`src/common/msa_pkg.sv`:
```
`default_nettype none

package msa_pkg;

    // Link geometry
    localparam int lanes     = 4;
    localparam int spl       = 2;               // Symbols per lane
    localparam int sublanes  = lanes * spl;
    localparam int ram_words = 32;              // Rows per bank
    localparam int ram_adr_w = 5;

    // One link symbol
    typedef struct packed {
        logic       k;                          // Control symbol
        logic [7:0] dat;
    } sym_t;

    localparam sym_t sym_bs = '{k: 1'b1, dat: 8'hbc};     // K28.5
    localparam sym_t sym_bf = '{k: 1'b1, dat: 8'h7c};     // K28.3

    localparam logic [7:0] vbid_no_video = 8'h09;

    // 1 - one lane, 2 - two lanes, 3 - four lanes, 0 as one lane
    typedef logic [1:0] lane_cfg_t;

    typedef struct packed {
        logic       psel;
        logic       penable;
        logic       pwrite;
        logic [7:0] paddr;                      // Symbol index
        sym_t       pwdata;
    } apb_req_t;

    typedef struct packed {
        sym_t       prdata;
        logic       pready;
        logic       pslverr;
    } apb_rsp_t;

    // Lane-major, sublane 0 of lane 0 at index 0
    typedef sym_t [sublanes-1:0] lnk_word_t;

    typedef struct packed {
        logic       vs;                         // Vsync
        logic       vbf;                        // Vertical blanking flag
        logic       bs;                         // Blanking start
    } vid_sync_t;

    typedef enum logic [1:0] {
        bs_none, bs_first, bs_second, bs_third
    } bs_phase_t;

endpackage

`default_nettype wire

```
`src/msa_store/msa_apb_port.sv`:
```
`timescale 1ns/1ps
`default_nettype none

module msa_apb_port
(
    input wire                                      LNK_RST_IN,
    input wire                                      LNK_CLK_IN,
    input wire msa_pkg::apb_req_t                   apb_req,
    output msa_pkg::apb_rsp_t                       apb_rsp,
    input wire msa_pkg::lane_cfg_t                  lanes,
    output logic [msa_pkg::sublanes-1:0]            wr_en,      // One strobe per bank
    output logic [msa_pkg::ram_adr_w-1:0]           wr_row,
    output msa_pkg::sym_t                           wr_sym,
    output logic [msa_pkg::ram_adr_w-1:0]           rd_row,
    output logic [$clog2(msa_pkg::sublanes)-1:0]    rd_bank,
    input wire msa_pkg::sym_t                       rd_sym
);

localparam int bank_w = $clog2(msa_pkg::sublanes);

logic [7:0]         row_full;   // Index divided by active sublanes
logic [bank_w-1:0]  bank;
logic               oor;        // Index beyond the bank depth
logic               setup;
logic               access;
logic               slverr_q;

assign setup  = apb_req.psel && !apb_req.penable;
assign access = apb_req.psel && apb_req.penable;

// Index decode, the sublane number is the bank number
always_comb
begin
    case (lanes)
        2'd3 :
        begin
            row_full = {3'b000, apb_req.paddr[7:3]};
            bank     = apb_req.paddr[2:0];
        end
        2'd2 :
        begin
            row_full = {2'b00, apb_req.paddr[7:2]};
            bank     = {1'b0, apb_req.paddr[1:0]};
        end
        default :                                   // One lane
        begin
            row_full = {1'b0, apb_req.paddr[7:1]};
            bank     = {2'b00, apb_req.paddr[0]};
        end
    endcase
end

assign oor = |row_full[7:msa_pkg::ram_adr_w];

// Bank write strobes
always_comb
begin
    wr_en = '0;
    if (access && apb_req.pwrite && !oor)
        wr_en[bank] = 1'b1;
end

assign wr_row  = row_full[msa_pkg::ram_adr_w-1:0];
assign wr_sym  = apb_req.pwdata;
assign rd_row  = row_full[msa_pkg::ram_adr_w-1:0];
assign rd_bank = bank;

// Error flag decided in setup, shown in access
always_ff @(posedge LNK_RST_IN, posedge LNK_CLK_IN)
begin
    if (LNK_RST_IN)
        slverr_q <= 1'b0;
    else
        slverr_q <= setup && oor;
end

always_comb
begin
    apb_rsp.prdata  = (access && !apb_req.pwrite && !oor) ? rd_sym : '0;
    apb_rsp.pready  = 1'b1;                         // Zero wait
    apb_rsp.pslverr = slverr_q;
end

// Every access cycle follows a setup cycle
a_apb_setup_first : assert property (
    @(posedge LNK_CLK_IN) disable iff (LNK_RST_IN)
    apb_req.penable |-> apb_req.psel && $past(setup)
) else $error("APB access without psel or setup phase");

endmodule

`default_nettype wire

```
`src/msa_store/msa_symbol_ram.sv`:
```
`timescale 1ns/1ps
`default_nettype none

module msa_symbol_ram
(
    input wire                                      LNK_CLK_IN,
    input wire                                      LNK_RST_IN,
    input wire msa_pkg::lane_cfg_t                  lanes,
    input wire [msa_pkg::sublanes-1:0]              wr_en,
    input wire [msa_pkg::ram_adr_w-1:0]             wr_row,
    input wire msa_pkg::sym_t                       wr_sym,
    input wire [msa_pkg::ram_adr_w-1:0]             rd_row,
    input wire [$clog2(msa_pkg::sublanes)-1:0]      rd_bank,
    output msa_pkg::sym_t                           rd_sym,
    input wire                                      vs_start,
    output msa_pkg::lnk_word_t                      msa_word,
    output logic                                    msa_de
);

// MSA rows per frame for each lane count
localparam int rows_4l = 6;
localparam int rows_2l = 11;
localparam int rows_1l = 20;

msa_pkg::sym_t                  mem [msa_pkg::sublanes][msa_pkg::ram_words];
logic [msa_pkg::ram_adr_w-1:0]  rp;         // Read pointer
logic [msa_pkg::ram_adr_w-1:0]  rd_cnt;     // Rows left
logic                           rd;

assign rd = (rd_cnt != '0);

// Banks, written from APB and read row by row
always_ff @(posedge LNK_CLK_IN)
begin
    for (int b = 0; b < msa_pkg::sublanes; b++)
    begin
        if (wr_en[b])
            mem[b][wr_row] <= wr_sym;
        if (rd)
            msa_word[b] <= mem[b][rp];
    end
end

// APB read path
assign rd_sym = mem[rd_bank][rd_row];

// Read-out control
always_ff @(posedge LNK_RST_IN, posedge LNK_CLK_IN)
begin
    if (LNK_RST_IN)
    begin
        rd_cnt <= '0;
        rp     <= '0;
        msa_de <= 1'b0;
    end
    else
    begin
        msa_de <= rd;

        if (vs_start)
        begin
            rp <= '0;
            case (lanes)
                2'd3    : rd_cnt <= msa_pkg::ram_adr_w'(rows_4l);
                2'd2    : rd_cnt <= msa_pkg::ram_adr_w'(rows_2l);
                default : rd_cnt <= msa_pkg::ram_adr_w'(rows_1l);
            endcase
        end
        else if (rd)
        begin
            rp     <= rp + 1'b1;
            rd_cnt <= rd_cnt - 1'b1;
        end
    end
end

// A new vsync edge only comes once the row counter has run out
a_row_cnt_idle : assert property (
    @(posedge LNK_CLK_IN) disable iff (LNK_RST_IN)
    vs_start |-> rd_cnt == '0
) else $error("Vsync edge during MSA read-out");

endmodule

`default_nettype wire

```
`src/blank_sequencer.sv`:
```
`timescale 1ns/1ps
`default_nettype none

module blank_sequencer
#(
    parameter int P_IDLE_PERIOD = 8192      // In symbols
)
(
    input wire                          LNK_RST_IN,
    input wire                          LNK_CLK_IN,
    input wire                          vid_en,
    input wire                          efm_in,
    input wire msa_pkg::vid_sync_t      sync,
    output logic                        vs_start,   // Vsync rising edge
    output logic                        run,
    output logic                        vbf,
    output logic                        efm,
    output msa_pkg::bs_phase_t          bs_phase
);

localparam int cnt_w    = $clog2(P_IDLE_PERIOD) + 1;
localparam int idle_max = P_IDLE_PERIOD - msa_pkg::spl;

msa_pkg::vid_sync_t     sync_r;
logic                   vs_d;
logic                   en_r;
logic [cnt_w-1:0]       idle_cnt;
logic                   idle_start;

// Input registers
always_ff @(posedge LNK_RST_IN, posedge LNK_CLK_IN)
begin
    if (LNK_RST_IN)
    begin
        sync_r <= '0;
        vs_d   <= 1'b0;
        en_r   <= 1'b0;
        efm    <= 1'b0;
    end
    else
    begin
        sync_r <= sync;
        vs_d   <= sync_r.vs;
        en_r   <= vid_en;
        efm    <= efm_in;
    end
end

assign vs_start = sync_r.vs && !vs_d;
assign vbf      = sync_r.vbf;

// Run flag, set at vsync and dropped with the enable
always_ff @(posedge LNK_RST_IN, posedge LNK_CLK_IN)
begin
    if (LNK_RST_IN)
        run <= 1'b0;
    else if (!en_r)
        run <= 1'b0;
    else if (vs_start)
        run <= 1'b1;
end

// Idle counter, two symbols per link cycle
always_ff @(posedge LNK_RST_IN, posedge LNK_CLK_IN)
begin
    if (LNK_RST_IN)
    begin
        idle_cnt   <= '0;
        idle_start <= 1'b0;
    end
    else
    begin
        idle_start <= 1'b0;
        if (run)
            idle_cnt <= '0;
        else if (idle_cnt >= cnt_w'(idle_max))
        begin
            idle_cnt   <= '0;
            idle_start <= 1'b1;
        end
        else
            idle_cnt <= idle_cnt + cnt_w'(msa_pkg::spl);
    end
end

// BS phases, two in normal framing and three in enhanced
always_ff @(posedge LNK_RST_IN, posedge LNK_CLK_IN)
begin
    if (LNK_RST_IN)
        bs_phase <= msa_pkg::bs_none;
    else if (idle_start || sync_r.bs)
        bs_phase <= msa_pkg::bs_first;
    else
    begin
        case (bs_phase)
            msa_pkg::bs_first  : bs_phase <= msa_pkg::bs_second;
            msa_pkg::bs_second : bs_phase <= efm ? msa_pkg::bs_third : msa_pkg::bs_none;
            default            : bs_phase <= msa_pkg::bs_none;
        endcase
    end
end

// Once video has been running for a cycle no idle sequence may start
a_no_idle_in_run : assert property (
    @(posedge LNK_CLK_IN) disable iff (LNK_RST_IN)
    run && $past(run) |-> !idle_start
) else $error("Idle BS sequence started while video running");

endmodule

`default_nettype wire

```
`src/lane_mux.sv`:
```
`timescale 1ns/1ps
`default_nettype none

module lane_mux
(
    input wire                          LNK_CLK_IN,
    input wire msa_pkg::lnk_word_t      msa_word,
    input wire                          msa_de,
    input wire msa_pkg::bs_phase_t      bs_phase,
    input wire                          efm,
    input wire                          run,
    input wire                          vbf,
    input wire msa_pkg::lnk_word_t      lnk_in,
    output msa_pkg::lnk_word_t          lnk_out
);

logic [7:0]             vbid;
msa_pkg::sym_t          bs_sym0;    // Symbol position 0 of each lane
msa_pkg::sym_t          bs_sym1;    // Symbol position 1 of each lane
msa_pkg::lnk_word_t     bs_word;

assign vbid = run ? {7'h00, vbf} : msa_pkg::vbid_no_video;

// BS sequence symbols for the current phase
always_comb
begin
    bs_sym0 = '0;
    bs_sym1 = '0;

    if (efm)
    begin
        case (bs_phase)
            msa_pkg::bs_first :
            begin
                bs_sym0 = msa_pkg::sym_bs;
                bs_sym1 = msa_pkg::sym_bf;
            end
            msa_pkg::bs_second :
            begin
                bs_sym0 = msa_pkg::sym_bf;
                bs_sym1 = msa_pkg::sym_bs;
            end
            msa_pkg::bs_third :
                bs_sym0 = '{k: 1'b0, dat: vbid};    // Mvid slot stays zero
            default : ;
        endcase
    end
    else if (bs_phase == msa_pkg::bs_first)     // Normal framing, second phase all zero
    begin
        bs_sym0 = msa_pkg::sym_bs;
        bs_sym1 = '{k: 1'b0, dat: vbid};
    end
end

// Same pair on every lane
always_comb
begin
    for (int l = 0; l < msa_pkg::lanes; l++)
    begin
        bs_word[l * msa_pkg::spl]     = bs_sym0;
        bs_word[l * msa_pkg::spl + 1] = bs_sym1;
    end
end

// Output register, MSA before BS before pass-through
always_ff @(posedge LNK_CLK_IN)
begin
    if (msa_de)
        lnk_out <= msa_word;
    else if (bs_phase != msa_pkg::bs_none)
        lnk_out <= bs_word;
    else
        lnk_out <= lnk_in;
end

endmodule

`default_nettype wire

```
`src/msa_top.sv`:
```
`timescale 1ns/1ps
`default_nettype none

module msa_top
#(
    parameter int P_IDLE_PERIOD = 8192      // Idle BS interval in symbols
)
(
    input wire                          LNK_RST_IN,
    input wire                          LNK_CLK_IN,
    input wire msa_pkg::lane_cfg_t      lanes,
    input wire                          vid_en,
    input wire                          efm,
    input wire msa_pkg::vid_sync_t      sync,
    input wire msa_pkg::apb_req_t       apb_req,
    output msa_pkg::apb_rsp_t           apb_rsp,
    input wire msa_pkg::lnk_word_t      lnk_in,
    output msa_pkg::lnk_word_t          lnk_out
);

// Port to RAM
logic [msa_pkg::sublanes-1:0]           wr_en;
logic [msa_pkg::ram_adr_w-1:0]          wr_row;
msa_pkg::sym_t                          wr_sym;
logic [msa_pkg::ram_adr_w-1:0]          rd_row;
logic [$clog2(msa_pkg::sublanes)-1:0]   rd_bank;
msa_pkg::sym_t                          rd_sym;

// Read-out and blanking
msa_pkg::lnk_word_t                     msa_word;
logic                                   msa_de;
logic                                   vs_start;
logic                                   run;
logic                                   vbf;
logic                                   efm_r;
msa_pkg::bs_phase_t                     bs_phase;

msa_apb_port i_msa_apb_port
(
    .LNK_RST_IN (LNK_RST_IN),
    .LNK_CLK_IN (LNK_CLK_IN),
    .apb_req    (apb_req),
    .apb_rsp    (apb_rsp),
    .lanes      (lanes),
    .wr_en      (wr_en),
    .wr_row     (wr_row),
    .wr_sym     (wr_sym),
    .rd_row     (rd_row),
    .rd_bank    (rd_bank),
    .rd_sym     (rd_sym)
);

msa_symbol_ram i_msa_symbol_ram
(
    .LNK_CLK_IN (LNK_CLK_IN),
    .LNK_RST_IN (LNK_RST_IN),
    .lanes      (lanes),
    .wr_en      (wr_en),
    .wr_row     (wr_row),
    .wr_sym     (wr_sym),
    .rd_row     (rd_row),
    .rd_bank    (rd_bank),
    .rd_sym     (rd_sym),
    .vs_start   (vs_start),
    .msa_word   (msa_word),
    .msa_de     (msa_de)
);

blank_sequencer #(.P_IDLE_PERIOD (P_IDLE_PERIOD)) i_blank_sequencer
(
    .LNK_RST_IN (LNK_RST_IN),
    .LNK_CLK_IN (LNK_CLK_IN),
    .vid_en     (vid_en),
    .efm_in     (efm),
    .sync       (sync),
    .vs_start   (vs_start),
    .run        (run),
    .vbf        (vbf),
    .efm        (efm_r),
    .bs_phase   (bs_phase)
);

lane_mux i_lane_mux
(
    .LNK_CLK_IN (LNK_CLK_IN),
    .msa_word   (msa_word),
    .msa_de     (msa_de),
    .bs_phase   (bs_phase),
    .efm        (efm_r),
    .run        (run),
    .vbf        (vbf),
    .lnk_in     (lnk_in),
    .lnk_out    (lnk_out)
);

endmodule

`default_nettype wire

```
`config.mk`:
```
export PLATFORM = sky130hd
export DESIGN_NAME = msa_top
export DESIGN_NICKNAME = d
export VERILOG_FILES = /design/src/common/msa_pkg.sv /design/src/msa_store/msa_apb_port.sv /design/src/msa_store/msa_symbol_ram.sv /design/src/blank_sequencer.sv /design/src/lane_mux.sv /design/src/msa_top.sv
export SDC_FILE = /design/constraint.sdc
export NUM_CORES = 2
export LEC_CHECK = 0
export BUFFER_PORTS_ARGS = -buffer_cell sky130_fd_sc_hd__buf_2
export CAP_MARGIN = 20
export CORE_MARGIN = 2
export CORE_UTILIZATION = 50
export CTS_CLUSTER_SIZE = 25
export DETAILED_ROUTE_END_ITERATION = 8
export HOLD_SLACK_MARGIN = 0.02
export MAX_ROUTING_LAYER = met4
export PLACE_DENSITY = 0.66
export SETUP_SLACK_MARGIN = 0.05
export SLEW_MARGIN = 25
export SYNTH_ARGS = -nofsm -noshare
export SYNTH_HDL_FRONTEND = slang
export SYNTH_SLANG_ARGS = --single-unit
export TNS_END_PERCENT = 5
```
`constraint.sdc`:
```
create_clock -name LNK_CLK_IN -period 6.8 [get_ports LNK_CLK_IN]
set_input_delay 0.34 -clock LNK_CLK_IN [delete_from_list [all_inputs] [get_ports LNK_CLK_IN]]
set_output_delay 0.34 -clock LNK_CLK_IN [all_outputs]
set_load 0.02 [all_outputs]
```
### After elaboration in Yosys (flattened, before gate mapping)

Memories as Yosys holds them, arrays and structs flattened.
Cells that the tools add are included.
W data, S select, Z words.

* memory bits (writable): 2304
* memories kept: 1
* register bits after elaboration: 180
* logic and storage cells: 185

Memories
* i_msa_symbol_ram.mem: depth 8, bits a word 288, read ports 9, clocked after memory_dff 0, write ports 1, RTL line msa_symbol_ram.sv:25 `msa_pkg::sym_t mem [msa_pkg::sublanes][msa_pkg::ram_words];`

* multiplexer cells: 95
* $lt $le $gt $ge: 6
* bitwise gates (word level): 2
* reduce and logical (&&, ||, !) cells: 26
* $add $sub $neg: 3
* eq/ne operators: 6

Operators with widths (count)
* $mux W288: 22
* $reduce_or A288 Y1: 7
* $bmux W9 S5: 9
* $mux W9: 23
* $mux W72: 2
* $demux W9 S5: 1
* $mux W14: 2
* $pmux W9 S3: 1
* $mux W3: 7
* $mux W5: 4
* $pmux W9 S2: 1
* $mux W8: 2
* $add A14 B2 Y14 const B: 1
* $ge A14 B13 Y1 const B: 1
* $pmux W7 S2: 1
* $mux W1: 13
* $ge A6 B6 Y1 const B: 2
* $not A5 Y6: 2
* $logic_and A1 B1 Y1: 10
* $pmux W5 S2: 1
* $eq A2 B2 Y1 const B: 4
* $lt A6 B1 Y1 const B: 1
* $pmux W3 S2: 1
* $add A5 B1 Y5 const B: 1
* other kinds (14): 19

### Longest topological paths before layout

* depth after elaboration: 17
* gate-level depth with buffers: 12

### Modules after synthesis

A second synthesis with hierarchy kept.

* cell total of the unflattened synthesis: 5679
* area, all modules: 113946.8 um^2

Modules (own cells, without submodules)
* msa_symbol_ram: times used 1, seq. area each 71623.7 um^2, cells an instance 5289, area each 109914.2 um^2
* lane_mux: times used 1, seq. area each 1441.4 um^2, cells an instance 229, area each 2553.7 um^2
* blank_sequencer: times used 1, seq. area each 575.6 um^2, cells an instance 90, area each 1006.0 um^2
* msa_apb_port: times used 1, seq. area each 25.0 um^2, cells an instance 71, area each 473.0 um^2

### Least setup slack after synthesis

No wires, ideal clock.

* kind: flip-flop to flip-flop
* start: register i_msa_symbol_ram.rd_cnt[0] (netlist name)
* end: register i_msa_symbol_ram.rp[3] (netlist name)
* arrival: 2.833 ns
* setup slack: 3.894 ns
* period minus slack after synthesis: 2.906 ns
* buffers on the path: 0
* stages on the path, launching flop included: 8
* data required time: 6.727 ns
* path through: dfrtp_1 inv_1 ha_1 nor4b_2 inv_1 nand4_1 xor2_1 nor2_1

* word-level cells in the longest chain between the ends: 2

RTL lines
* start: declaration: RTL line msa_symbol_ram.sv:27 `logic [msa_pkg::ram_adr_w-1:0] rd_cnt;`
* start signal: assignment: RTL line msa_symbol_ram.sv:64 `2'd3 : rd_cnt <= msa_pkg::ram_adr_w'(rows_4l);`
* start signal: assignment: RTL line msa_symbol_ram.sv:65 `2'd2 : rd_cnt <= msa_pkg::ram_adr_w'(rows_2l);`
* start signal: assignment: RTL line msa_symbol_ram.sv:66 `default : rd_cnt <= msa_pkg::ram_adr_w'(rows_1l);`
* $reduce_bool A5 Y1: RTL line msa_symbol_ram.sv:30 `assign rd = (rd_cnt != '0);`
* via i_msa_symbol_ram.rd: RTL line msa_symbol_ram.sv:28 `logic rd;`
* $reduce_bool A2 Y1 (no line)
* end signal: assignment: RTL line msa_symbol_ram.sv:71 `rp <= rp + 1'b1;`
* end: declaration: RTL line msa_symbol_ram.sv:26 `logic [msa_pkg::ram_adr_w-1:0] rp;`

The timed path passes the listed nets, and every way through them passes these cells.
A chain may end at the register's enable or synchronous reset.

==> reports/metrics.csv <==
metric,value,unit
outcome,finished clean,
filler instances,17470,
Final Hold Fails,0,
crit-path cells,dlygate4sd3_1 > buf_2 > a21o_4 > nand2_8 > buf_4 > buf_4 > a221oi_1 > o21ai_0 > a211o_1 > a2111oi_2 > buf_2,
Reg area,73690,um2
Via density,7.282,
GPL Wtd Cong,1.097,
met1 GRT Util,54.70,%
CTS clock-pin slew for the worst setup and hold paths,60,ps
Power Density,369.8,nW/um2
worst reg2reg path startpoint,i_msa_symbol_ram.rp[0]$_DFFE_PP0P_,
worst r2r dst,i_msa_symbol_ram.msa_word[54]$_DFFE_PP_,
met3 Track Usage GR,17.58,%
Mapped Cells,6584,
First DRT Iteration DRCs,15160,
"reg-to-reg slack, setup",2820,ps
largest net degree at the start of global routing,185,
TritonCTS clock tree,built,
Initial Util,50.21,%
max-slew violation count,0,
Setup-failing EPs final,0,
total CTS buffers,288,
RSZ-0062 raised after global routing,no,
CTS resizes,0,
CTS Buffer Depth,4,
Min-Delay Endpoint,i_blank_sequencer.en_r$_DFF_PP0_,
Worst Path Buf+Inv,5,
crit path DAT,5450,ps
Crit. End Element,output port,
Most Crowded Layer GR,met2,
Max Cap Viol,0,
M2 GR Usage,58.52,%
synthesized area,115200,um2
core area,229500,um2
# nets final,7086,
"commonest cells after routing, fill and taps aside","edfxtp_1 (2376), mux2i_1 (882), mux4_2 (720), mux2_2 (333), buf_4 (311)",
chip height,484.0,um
WP depth,11,
number of global-route vias before repair,70050,
"EDFF count, synth",2376,
Cell variety after synth,87,
clock sink count,2483,
die width,484.0,um
clock root buffer,clkbuf_16,
synth warn,0,
Worst VDD drop,461.6,uV
dpl cells,9621,
post-synthesis sequential area ratio,63.94,%
Post-synth top flop,edfxtp_1,
dpl hpwl,358.2,mm
Worst Hold Class,input pin to register,
"commonest non-fill, non-tap cell in the layout",edfxtp_1,
leak pwr,43.29,nW
Synth Net Count,6694,
non-filler cells in the finished layout,10280,
Area contributors post-synth,"edfxtp_1 (62%), mux4_2 (14%), mux2i_1 (7.7%)",
Avg Inst Size Synth,17.50,um2
initial antenna violation count,98,
Routed Antenna Nets,0,
Slowest cell on crit path,a221oi_1,
H-Tree Depth,5,
standard-cell rows,176,
Max Fanout on Critical Path,70,
Post-route DRC,0,
Worst R2R Path Depth,4,
TNS Setup,0,ps
area of the multi-input gates,39070,um2
"FF+latch count, synth",2483,
"FFs w/ async S/R, synth",1.410,%
Worst setup SP type,input pin,
Crit path max-delay family,compound AO/OA/AOI/OAI gates,
Fin Clk Skew,63.87,ps
share of cells above drive strength 1,29.41,%
Tot GR Track Use,42.54,%
CP peak stage delay,870,ps
# IOs,184,
DRT Wirelength,490.1,mm
leading area contributor after synthesis,edfxtp_1,
Worst Tran Pin Value,1287,ps
critical setup path kind,input pin to output port,
hold path start,vid_en,
Worst slew margin,14.17,%
Tcrit/Tclk final,85.09,%
Crit path required time,6460,ps
top-area cell type share of the netlist area,61.93,%
fmax,0.1728,GHz
DR vias,74870,
Routed wire per std cell,47.66,um
Area Overhead vs Synth,13.49,%
# port buffers,182,
hold path cells,2,
first-pass GRT wire length,642.3,mm
Die ar.,234300,um2
Skew-Pair Late Insertion Delay,960,ps
grt total ovfl,0,
Period minus WS final,5786,ps
TritonRoute pass-1 iters,9,
[synth_stat cells, types with 35 or more instances]
cell type / count
a21oi_1: 35
a221o_1: 49
a221oi_1: 134
a22oi_1: 116
a31oi_1: 91
buf_1: 45
buf_2: 121
buf_4: 116
clkbuf_1: 210
dfrtp_1: 35
dfxtp_1: 72
edfxtp_1: 2376
mux2_2: 333
mux2i_1: 882
mux4_2: 720
nand2_1: 261
nor2_1: 345
o21ai_0: 57
o221ai_1: 38
o22ai_1: 174
[registers in the layout, indices dropped and copies added, names as in the netlist]
| name | count |
|---|---|
| i_msa_symbol_ram.msa_word | 72 |
| i_blank_sequencer.idle_cnt | 13 |
| i_blank_sequencer.efm | 1 |
| i_blank_sequencer.sync_r | 2 |
| i_blank_sequencer.vs_d | 1 |
| i_blank_sequencer.run | 1 |
| i_msa_symbol_ram.rd_cnt | 5 |
| i_msa_symbol_ram.rp | 5 |
| i_lane_mux.lnk_out | 72 |
| i_msa_symbol_ram.msa_de | 1 |
| i_blank_sequencer.en_r | 1 |
| i_blank_sequencer.bs_phase | 2 |
| i_blank_sequencer.vbf | 1 |
| i_msa_apb_port.slverr_q | 1 |
| i_blank_sequencer.idle_start | 1 |
| i_msa_symbol_ram.mem | 2304 |
[timing repair]
action | CTS | global route
hold endpoints to repair | 311 | 24
hold buffers | 87 | 1
setup buffers | 0 | 0
[stage by stage]
step	cell area, um2	setup slack [ps]	utilization, %	power, mW	hold slack, ps
3_5_place_dp	120600	1454	52.56	32.67	356.8
5_1_grt	130700	1075	56.97	48.76	65.91
3_3_place_gp	120500	985.6	52.49	32.62	357.8
2_1_floorplan	115200	3894	-	25.45	346.5
4_1_cts	130400	955.4	56.85	47.48	20.06
6_report	130800	1014	56.99	48.36	52.09
[layer usage]
layer | share of wire, % | routed length (um) | up-vias
met5 | 0 | 0 | -
li1 | - | - | 28340
met2 | 42 | 207900 | 6351
met3 | 15 | 75690 | 984
met4 | 6.0 | 29170 | 0
met1 | 36 | 177300 | 39200
[power by group]
| part | switching (mW) | internal, mW | total [mW] |
|---|---|---|---|
| logic | 10.1 | 5.35 | 15.5 |
| clock network | 6.29 | 8.77 | 15.1 |
| registers | 0.430 | 17.4 | 17.8 |
[how the worst max path moves through the flow]
stage                                      startpoint                                  to  slack [ps]
2_1_floorplan  i_msa_symbol_ram.rd_cnt[0]$_DFFE_PP0P_  i_msa_symbol_ram.rp[3]$_DFFE_PP0P_        3890
3_3_place_gp                                 lanes[1]                          apb_rsp[5]         990
3_5_place_dp                                 lanes[1]                          apb_rsp[5]        1450
4_1_cts                                      lanes[0]                          apb_rsp[4]         960
5_1_grt                                      lanes[0]                          apb_rsp[5]        1080
6_report                                     lanes[0]                          apb_rsp[5]        1010
[area by class of cell]
type | count | area share, %
sequential | 2483 | 56.35
inverter | 9 | 0.02679
antenna | 71 | 0.1359
clock inverter | 144 | 1.009
tap | 3026 | 2.896
clock buffer | 355 | 5.842
multi-input combinational | 3571 | 29.88
timing repair buffer | 623 | 3.861
[cells by family (layout without fill, tap and decap cells)]
| logic type | after synthesis | after routing | share of synthesized area, % |
|---|---|---|---|
| other | 1 | 72 | 0.003255 |
| flip-flops | 2483 | 2483 | 63.94 |
| multiplexers | 1937 | 1937 | 25.02 |
| XOR/XNOR | 16 | 16 | 0.1216 |
| AO/OA/AOI/OAI | 862 | 862 | 5.635 |
| adder cells (fa/ha/maj) | 9 | 9 | 0.09774 |
| AND/OR/NAND/NOR | 746 | 746 | 2.759 |
| buffers and inverters | 530 | 1131 | 2.428 |
No activity file was read; power rests on OpenSTA's default activity.
